### config.mk
export PLATFORM = sky130hd
export DESIGN_NAME = perfCounterTop
export DESIGN_NICKNAME = d
export VERILOG_FILES = /design/src/source/perfCounterPkg.sv /design/src/source/eventCapture.sv /design/src/source/counterBank.sv /design/src/source/csrAccess.sv /design/src/source/perfCounterTop.sv
export VERILOG_INCLUDE_DIRS = /design/src /design/src/source
export SDC_FILE = /design/constraint.sdc
export NUM_CORES = 2
export LEC_CHECK = 0
export BUFFER_PORTS_ARGS = -buffer_cell sky130_fd_sc_hd__buf_4
export CAP_MARGIN = 10
export CORE_MARGIN = 4
export CORE_UTILIZATION = 50
export DETAILED_ROUTE_END_ITERATION = 6
export GPL_TIMING_DRIVEN = 1
export PLACE_DENSITY = 0.65
export SYNTH_ARGS = -nofsm -noshare
export SYNTH_HDL_FRONTEND = slang
export SYNTH_HIERARCHICAL = 1
export SYNTH_SLANG_ARGS = --single-unit
### constraint.sdc
create_clock -name clk -period 2.8 [get_ports clk]
set_input_delay 0 -clock clk [delete_from_list [all_inputs] [get_ports clk]]
set_output_delay 0 -clock clk [all_outputs]
set_load 0.05 [all_outputs]
### src/source/perfCounter_defines.svh
// Performance counter defines
`ifndef PERFCOUNTER_DEFINES_SVH
`define PERFCOUNTER_DEFINES_SVH

//////////////////////////////
// widths
//////////////////////////////

`define XLEN         32   // register width, counters are read as two halves
`define NUM_COUNTERS 16   // mcycle, unused slot, minstret, then hpm counters (max 32)

//////////////////////////////
// csr address map
//////////////////////////////

// machine-mode counters, writable
`define MHPMCOUNTER_BASE  12'hB00
`define MHPMCOUNTERH_BASE 12'hB80

// user-mode read-only shadows
`define HPMCOUNTER_BASE   12'hC00
`define HPMCOUNTERH_BASE  12'hC80

// time shadow of the external mtime, overlays user counter slot 1
`define TIME_ADR          12'hC01
`define TIMEH_ADR         12'hC81

//////////////////////////////
// privilege modes
//////////////////////////////

`define M_MODE 2'b11
`define S_MODE 2'b01
`define U_MODE 2'b00

`define S_SUPPORTED 1   // 1: scounteren gates user access too

`endif

### src/source/perfCounterPkg.sv
// Performance counter types
`include "perfCounter_defines.svh"

package perfCounterPkg;

  //////////////////////////////
  // plain vectors
  //////////////////////////////

  typedef logic [`XLEN-1:0]         xlenT;         // one csr data word
  typedef logic [11:0]              csrAdrT;       // csr address
  typedef logic [1:0]               privT;         // privilege mode
  typedef logic [`NUM_COUNTERS-1:0] counterMaskT;  // one bit per counter
  typedef logic [3:0]               instrClassT;   // bit 0 branch, 1 jump, 2 return

  // one half of every counter, low or high
  typedef xlenT [`NUM_COUNTERS-1:0] counterHalvesT;

  //////////////////////////////
  // grouped signals
  //////////////////////////////

  // retire info, M stage
  typedef struct packed {
    logic       instrValid;  // retired and not flushed
    instrClassT instrClass;
    logic       bpWrong;     // branch predictor wrong
    logic       csrWrite;
    logic       interrupt;
    logic       exception;
  } retireInfoT;

  // cache events from the memory side
  typedef struct packed {
    logic dCacheAccess;
    logic dCacheMiss;    // one cycle at start of miss
    logic iCacheAccess;
    logic iCacheMiss;
  } memEventsT;

  // csr port request, valid in M
  typedef struct packed {
    csrAdrT adr;
    logic   write;
    xlenT   writeVal;
    privT   priv;
  } csrReqT;

  // same-cycle csr response
  typedef struct packed {
    xlenT readVal;
    logic illegal;
  } csrRespT;

endpackage

### src/source/eventCapture.sv
// Retire event capture
`include "perfCounter_defines.svh"
`timescale 1ns/10ps

module eventCapture
  import perfCounterPkg::*;
(
  input  logic        clk,
  input  logic        reset,
  input  logic        stallE,
  input  logic        stallM,
  input  logic        flushM,
  input  logic        loadStallD,
  input  logic        storeStallD,
  input  retireInfoT  retire,
  input  memEventsT   mem,
  output counterMaskT events
);

  logic [1:0]  stallPairE;  // {store, load} in E
  logic [1:0]  stallPairM;  // {store, load} in M
  logic        loadStallM;
  logic        storeStallM;
  logic        iv;          // retired, not flushed
  logic [31:0] eventAll;    // full 32 slot map, trimmed below

  //////////////////////////////
  // stall flag pipeline D -> E -> M
  //////////////////////////////

  // E register holds while E is stalled
  always_ff @(posedge clk) begin
    if (reset) begin
      stallPairE <= 2'b00;
    end else if (!stallE) begin
      stallPairE <= {storeStallD, loadStallD};
    end
  end

  // M register, flush wins over stall
  always_ff @(posedge clk) begin
    if (reset || flushM) begin
      stallPairM <= 2'b00;
    end else if (!stallM) begin
      stallPairM <= stallPairE;
    end
  end

  assign loadStallM  = stallPairM[0];
  assign storeStallM = stallPairM[1];
  assign iv          = retire.instrValid;

  //////////////////////////////
  // event map
  //////////////////////////////

  always_comb begin
    eventAll     = '0;                     // unmapped slots never count
    eventAll[0]  = 1'b1;                   // mcycle
    eventAll[1]  = 1'b0;                   // slot 1 is time, no counter
    eventAll[2]  = iv;                     // minstret
    eventAll[3]  = retire.instrClass[0] & iv;  // branches
    // jumps that are not returns
    eventAll[4]  = retire.instrClass[1] & ~retire.instrClass[2] & iv;
    eventAll[5]  = retire.instrClass[2] & iv;  // returns
    eventAll[6]  = retire.bpWrong & iv;    // mispredicts
    eventAll[7]  = loadStallM & iv;        // load stalls
    eventAll[8]  = storeStallM & iv;       // store stalls
    eventAll[9]  = mem.dCacheAccess & iv;
    eventAll[10] = mem.dCacheMiss;         // miss can come without a retire
    eventAll[11] = mem.iCacheAccess & iv;
    eventAll[12] = mem.iCacheMiss;
    eventAll[13] = retire.csrWrite & iv;
    eventAll[14] = retire.interrupt;       // instrValid is low on a trap
    eventAll[15] = retire.exception;
  end

  assign events = eventAll[`NUM_COUNTERS-1:0];

endmodule

### src/source/counterBank.sv
// Counter bank
`include "perfCounter_defines.svh"
`timescale 1ns/10ps

module counterBank
  import perfCounterPkg::*;
(
  input  logic          clk,
  input  logic          reset,
  input  counterMaskT   events,    // per-counter event, M stage
  input  counterMaskT   inhibit,   // mcountinhibit
  input  csrReqT        csrReq,    // forwarded csr port
  output counterHalvesT lowRegs,
  output counterHalvesT highRegs
);

  //////////////////////////////
  // one 64-bit counter per slot
  //////////////////////////////

  for (genvar i = 0; i < `NUM_COUNTERS; i++) begin : gCounter
    // machine-mode addresses of this slot
    localparam csrAdrT LOW_ADR  = csrAdrT'(`MHPMCOUNTER_BASE + i);
    localparam csrAdrT HIGH_ADR = csrAdrT'(`MHPMCOUNTERH_BASE + i);

    xlenT               lowQ;
    xlenT               highQ;
    logic               tick;      // counts this edge
    logic [2*`XLEN-1:0] plusVal;   // full value after increment
    logic               wrLow;
    logic               wrHigh;

    assign tick    = events[i] & ~inhibit[i];
    assign plusVal = {highQ, lowQ} + {{(2*`XLEN-1){1'b0}}, tick};  // carry crosses halves

    // user shadows at 0xC00 are read-only, only mhpm addresses write
    assign wrLow  = csrReq.write && (csrReq.adr == LOW_ADR);
    assign wrHigh = csrReq.write && (csrReq.adr == HIGH_ADR);

    // a write replaces one half, the other half keeps the increment
    always_ff @(posedge clk) begin
      if (reset) begin
        lowQ  <= '0;
        highQ <= '0;
      end else begin
        lowQ  <= wrLow  ? csrReq.writeVal : plusVal[`XLEN-1:0];
        highQ <= wrHigh ? csrReq.writeVal : plusVal[2*`XLEN-1:`XLEN];
      end
    end

    assign lowRegs[i]  = lowQ;
    assign highRegs[i] = highQ;
  end

endmodule

### src/source/csrAccess.sv
// Counter CSR access
`include "perfCounter_defines.svh"
`timescale 1ns/10ps

module csrAccess
  import perfCounterPkg::*;
(
  input  csrReqT        csrReq,
  input  counterHalvesT lowRegs,
  input  counterHalvesT highRegs,
  input  counterMaskT   mcounteren,
  input  counterMaskT   scounteren,
  input  logic [63:0]   mtime,        // from the external timer
  output csrRespT       csrResp
);

  // index width into the counter arrays
  localparam int IDX_W = (`NUM_COUNTERS > 1) ? $clog2(`NUM_COUNTERS) : 1;

  logic [4:0]       counterNum;  // address low five bits
  logic [IDX_W-1:0] idx;
  logic [31:0]      mEnAll;      // enables widened to 32 slots
  logic [31:0]      sEnAll;
  logic             allowed;

  // true when adr falls in [base, base + NUM_COUNTERS)
  function automatic logic inRange(csrAdrT adr, csrAdrT base);
    return (adr >= base) && (adr < base + csrAdrT'(`NUM_COUNTERS));
  endfunction

  assign counterNum = csrReq.adr[4:0];
  assign idx        = counterNum[IDX_W-1:0];
  assign mEnAll     = 32'(mcounteren);  // slots past NUM_COUNTERS read as disabled
  assign sEnAll     = 32'(scounteren);

  //////////////////////////////
  // privilege check
  //////////////////////////////

  always_comb begin
    allowed = (csrReq.priv == `M_MODE) ||
              (mEnAll[counterNum] &&
               ((`S_SUPPORTED == 0) || (csrReq.priv == `S_MODE) || sEnAll[counterNum]));
  end

  //////////////////////////////
  // read mux
  //////////////////////////////

  always_comb begin
    csrResp.readVal = '0;
    csrResp.illegal = 1'b0;
    if (!allowed) begin
      csrResp.illegal = 1'b1;  // enable bit clear for this mode
    end else if (csrReq.adr == `TIME_ADR) begin
      csrResp.readVal = mtime[31:0];     // time overlays hpmcounter1
    end else if (csrReq.adr == `TIMEH_ADR) begin
      csrResp.readVal = mtime[63:32];
    end else if (inRange(csrReq.adr, `MHPMCOUNTER_BASE) ||
                 inRange(csrReq.adr, `HPMCOUNTER_BASE)) begin
      csrResp.readVal = lowRegs[idx];    // low half
    end else if (inRange(csrReq.adr, `MHPMCOUNTERH_BASE) ||
                 inRange(csrReq.adr, `HPMCOUNTERH_BASE)) begin
      csrResp.readVal = highRegs[idx];   // high half
    end else begin
      csrResp.illegal = 1'b1;  // no such counter csr
    end
  end

endmodule

### src/source/perfCounterTop.sv
// Performance monitor top
`include "perfCounter_defines.svh"
`timescale 1ns/10ps

module perfCounterTop
  import perfCounterPkg::*;
(
  input  logic        clk,
  input  logic        reset,
  input  retireInfoT  retire,
  input  memEventsT   mem,
  input  logic        loadStallD,
  input  logic        storeStallD,
  input  logic        stallE,
  input  logic        stallM,
  input  logic        flushM,
  input  csrReqT      csrReq,
  input  counterMaskT mcountinhibit,
  input  counterMaskT mcounteren,
  input  counterMaskT scounteren,
  input  logic [63:0] mtime,
  output csrRespT     csrResp
);

  counterMaskT   events;    // capture -> count
  counterHalvesT lowRegs;   // count -> access
  counterHalvesT highRegs;

  //////////////////////////////
  // capture, count, access
  //////////////////////////////

  eventCapture eventCapture_i (
    .clk, .reset, .stallE, .stallM, .flushM,
    .loadStallD, .storeStallD, .retire, .mem, .events
  );

  counterBank counterBank_i (
    .clk, .reset, .events, .inhibit(mcountinhibit), .csrReq, .lowRegs, .highRegs
  );

  // read side, purely combinational
  csrAccess csrAccess_i (
    .csrReq, .lowRegs, .highRegs, .mcounteren, .scounteren, .mtime, .csrResp
  );

endmodule

Yosys cells after proc, flatten, opt, wreduce, memory -nomap -nowiden:

Index checks and enable logic that the tools add are counted.
W data, S select, Z words.

* reductions and logical operators: 42
* div/mod/pow operators: 0
* equality and inequality tests: 36
* bitwise logic cells: 40
* shifts and indexed selects: 0
* multipliers: 0
* multiplexer cells: 48
* add/sub/neg operators: 15
* $lt $le $gt $ge: 10

Operator list (number)
* $mux W32: 37
* $add A64 B1 Y64: 15
* $eq A12 B12 Y1 const B: 34
* $bmux W32 S4: 2
* $ge A12 B12 Y1 const B: 4
* $lt A12 B12 Y1 const B: 4
* $logic_and A1 B1 Y1: 37
* $and A1 B1 Y1: 24
* $not A1 Y1: 16
* $bmux W1 S5: 2
* $mux W1: 7
* $lt A5 B6 Y1 const B: 1
* $logic_or A1 B1 Y1: 5
* $lt A4 B5 Y1 const B: 1
* $eq A2 B1 Y1 const B: 1
* $eq A2 B2 Y1 const B: 1

* memory bits (writable): 0
* bits in latches: 0
* output and inout port bits: 33
* register bits after elaboration: 1028
* ROM bits: 0
* memories: 0

Logic depth before layout (Yosys ltp):

* depth after elaboration: 8
* mapped depth: 12

By module:

Netlist, hierarchy kept.

Modules (own cells, without submodules)
* counterBank: area each 55279.3 um2, cells an instance 6885, sequential area each 20499.7 um2, instances 1
* csrAccess: area each 9218.8 um2, cells an instance 706, sequential area each 0.0 um2, instances 1
* eventCapture: area each 256.5 um2, cells an instance 30, sequential area each 80.1 um2, instances 1

Worst setup path after synthesis:

Ideal clock, no wire load.

* path type: flip-flop to flip-flop
* start: register eventCapture_i.stallPairM[0]
* end: register counterBank_i.gCounter[7].highQ[26]
* required time: 2.714 ns
* data arrival time: 2.542 ns
* stages on the path, launching flop included: 13
* slack: 0.173 ns
* library setup time: 0.086 ns
* period minus slack after synthesis: 2.627 ns
* cells stage by stage: dfxtp_1 and2_1 nor2b_1 ha_1 ha_1 and3_1 clkbuf_1 and3_1 clkbuf_1 nand4_1 nor4_2 xnor2_1 a211oi_1

* word-level cells in the longest chain between the ends: 4

RTL lines
* start: declaration: RTL line eventCapture.sv:21 `logic [1:0] stallPairM;`
* start signal: assignment: RTL line eventCapture.sv:45 `stallPairM <= stallPairE;`
* $and A1 B1 Y1: RTL line eventCapture.sv:67 `eventAll[7] = loadStallM & iv;`
* net events[7]: RTL line perfCounterTop.sv:25 `counterMaskT events;`
* $and A1 B1 Y1: RTL line counterBank.sv:33 `assign tick = events[i] & ~inhibit[i];`
* $add A64 B1 Y64: RTL line counterBank.sv:34 `` assign plusVal = {highQ, lowQ} + {{(2*`XLEN-1){1'b0}}, tick}; ``
* $mux W32: RTL line counterBank.sv:47 `` highQ <= wrHigh ? csrReq.writeVal : plusVal[2*`XLEN-1:`XLEN]; ``
* end signal: assignment: RTL line counterBank.sv:47
* end: declaration: RTL line counterBank.sv:27 `xlenT highQ;`

The timed path passes the listed nets, and every way through them passes these cells.
A chain may end at the register's enable or synchronous reset.

==> impl_metrics.json <==
{
  "status": "finished with violations",
  "violations": "negative setup slack",
  "crit_type": "flop to output pin",
  "cts_tree": "yes",
  "die_area_mm2": 0.135,
  "fmax_mhz": 292,
  "yosysTopAreaCell": "dfxtp_1",
  "path_buf_inv": 2,
  "power_leakage_nw": 24.8,
  "clk_pin_slew_ps": 60,
  "setup_tns_ps": -1760,
  "cp.arrival_ps": 3420,
  "synth_xor_area_share_pct": 12.4,
  "io_pins": 212,
  "route.vias.total": 64100,
  "skew_ps": 16.0,
  "clockBufferDepth": 3,
  "endpoint_kind": "output pin",
  "area_delta_synth_final_pct": 17.8,
  "avgSynthCellArea_um2": 8.50,
  "ys_seq_area_share_pct": 31.8,
  "netlist_area_mm2": 0.0648,
  "drt-pass1-iter-count": 6,
  "cts_root_buf": "clkbuf_16",
  "crit_fanout": 4,
  "overflow": 0,
  "start_util_pct": 50.5,
  "synth.distinct_cells": 74,
  "antenna_found_initial": 13,
  "nNetsFinal": 8179,
  "required_ps": 2800,
  "gp_congestion": 1.02,
  "nFillCells": 11400,
  "wirelength_um": 277000,
  "setup_viol": 9,
  "worstSetupStartpointType": "flop",
  "yosys_warnings": 6,
  "final_layout_size_suffix_gt1_share_pct": 18.8,
  "worst_pin_slew_ps": 1340,
  "ys_ff_latch": 1028,
  "yosys.area_share.simple_pct": 25.5,
  "max_stage_delay_ps": 950,
  "slew_headroom_pct": 9.70,
  "grt_max_degree": 132,
  "power_density_mw_per_mm2": 426,
  "ir_drop_mv": 0.521,
  "final_cells": 9792,
  "synth_ff_type": "dfxtp_1",
  "hpwl_um": 201000,
  "syn_inst": 7621,
  "synthArstFlopShare_pct": 0,
  "core_area_mm2": 0.128,
  "synth_edf_count": 0,
  "hp-class": "primary input to flop",
  "die_y_um": 368,
  "dp.cells": 9475,
  "hold_viol_final": 0,
  "cp_cell_sequence": "mux4_2 > mux2i_1 > buf_4 > mux2i_4 > a222oi_1 > nor2_1 > buf_6",
  "fp.dieW_um": 368,
  "drt-initial-drc-count": 8280,
  "track_usage_pct": 39.2,
  "min_period_ps": 3420,
  "cp_slowest_cell": "a222oi_1",
  "numPortBuffers": 210,
  "grt_pass1_vias": 58900,
  "critical-path-top-delay-family": "compound AO/OA/AOI/OAI gates",
  "antenna_left": 0,
  "routedWlPerCell_um": 28.3,
  "postSynthNetCount": 7832,
  "htree_levels": 3,
  "drv_cap": 0,
  "clock-sinks": 1028,
  "drc_errors": 0,
  "period_share_pct": 122,
  "synth_top_family_by_area": "simple AND/OR/NAND/NOR gates",
  "clock_latency_ps": 750,
  "synth_area_leaders": "dfxtp_1, a211oi_1, mux4_2, nor2_1, xnor2_1",
  "numCtsBuffers": 117,
  "synth_compound_gate_area_share_pct": 13.4,
  "synthMuxAreaShare_pct": 12.0,
  "yosysMostFrequentCell": "nor2_1",
  "grt_pass1_wl_um": 399000,
  "synth_fa_ha_area_share_pct": 0.618,
  "rows": 131,
  "synth_top_area_share_pct": 31.8,
  "vias_per_cell": 6.55,
  "slew_viol_final": 0,
  "fin_ws_ps": -621,
  "synth_common_cells": "nor2_1, dfxtp_1, a211oi_1",
  "rsz0062_at_grt": "yes"
}
## cell usage in the layout, fill, tap and decap left out, types with 63 or more instances in the layout
cell type      count
nand2_1          450
and4_1           103
inv_1            105
buf_4            662
dfxtp_2           69
or3_1             73
nor4_1           122
dlygate4sd3_1     73
a211oi_1         868
nand3_1          360
xor2_1           410
dfxtp_1          931
xnor2_1          508
nor2_1          1209
and3_1           151
nor3_1           239
a311oi_1          63
mux4_2           265
nand4_1          329
clkbuf_16        121
o21ai_0           71
mux2i_1          110
## metal layers
metal / part of all wire (%) / track usage [%] / vias up
met2: 44 / 60.2 / 3711
li1: - / - / 28800
met4: 6.4 / 21.8 / 8
met1: 38 / 51.6 / 30800
met3: 11 / 8.37 / 723
met5: 0.018 / 0 / -
## power by group
part / total, W / switching (W) / internal [W]
clock network: 0.0157 / 0.00663 / 0.00906
registers: 0.0146 / 0.0000239 / 0.0146
logic: 0.00215 / 0.00146 / 0.000697
total: 0.0325 / 0.00811 / 0.0244
## path summary, 6_finish.rpt
| path | from | endpoint | slack [ps] | cells past startpoint |
|---|---|---|---|---|
| setup / recovery | counterBank_i/gCounter[7].lowQ[24] | csrResp[25] | -620 | 7 |
| hold / removal | mem[1] | counterBank_i/gCounter[11].lowQ[0] | 70 | 7 |
| setup reg to reg | eventCapture_i/stallPairM[1] | counterBank_i/gCounter[8].highQ[6] | 100 | 13 |
| hold reg to reg | counterBank_i/gCounter[15].lowQ[12] | counterBank_i/gCounter[15].lowQ[12] | 510 | 2 |
## metrics by stage
stage / power [W] / hold WS [ps] / util, % / setup slack, ps / instance area (um2)
after CTS: 0.0325 / 27.1 / 58.8 / -513 / 75400
final: 0.0325 / 69.5 / 59.5 / -621 / 76300
after global routing: 0.0332 / 133 / 59.5 / -603 / 76300
after floorplan: 0.0160 / 72.4 / - / 173 / 64800
after detailed placement: 0.0170 / 216 / 55.0 / 7.59 / 70500
after global placement: 0.0169 / 214 / 55.0 / 27.5 / 70500
## registers in the layout (all words and copies together) (netlist names)
name	count
counterBank_i/gCounter.highQ	512
counterBank_i/gCounter.lowQ	512
eventCapture_i/stallPairE	2
eventCapture_i/stallPairM	2
## worst min-delay path, stage by stage
cell	delay, ps
buf_4	70
and2_1	100
nor2b_1	120
buf_4	180
ha_1	130
nand2_1	40
a21oi_1	120
## kinds of logic (layout without fill, tap and decap cells)
group	after synthesis	count (layout)
buf+inv	679	1114
simple gates	3330	3330
other cells	2	9
mux	442	442
xor+xnor	918	918
fa+ha+maj	32	32
compound gates	1190	1190
flops	1028	1028
## cell type report
type | instances | area, um2 | share of cell area (%)
sequential | 1028 | 20800 | 27.2
multi-input combinational | 5914 | 42300 | 55.5
inverter | 105 | 394 | 0.517
timing repair buffer | 802 | 6820 | 8.94
antenna | 7 | 17.5 | 0.0230
clock inverter | 24 | 223 | 0.292
clock buffer | 183 | 3590 | 4.71
tap | 1729 | 2160 | 2.84
## repair_timing
| action | in CTS | in global routing |
|---|---|---|
| hold endpoints to repair | 989 | 0 |
| buffers inserted | 5 | 31 |
| hold buffers | 73 | 0 |
| resized for setup | 104 | 202 |
| pin swaps | 13 | 28 |
| setup endpoints to repair | 33 | 71 |
(Power assumes the default switching activity.)
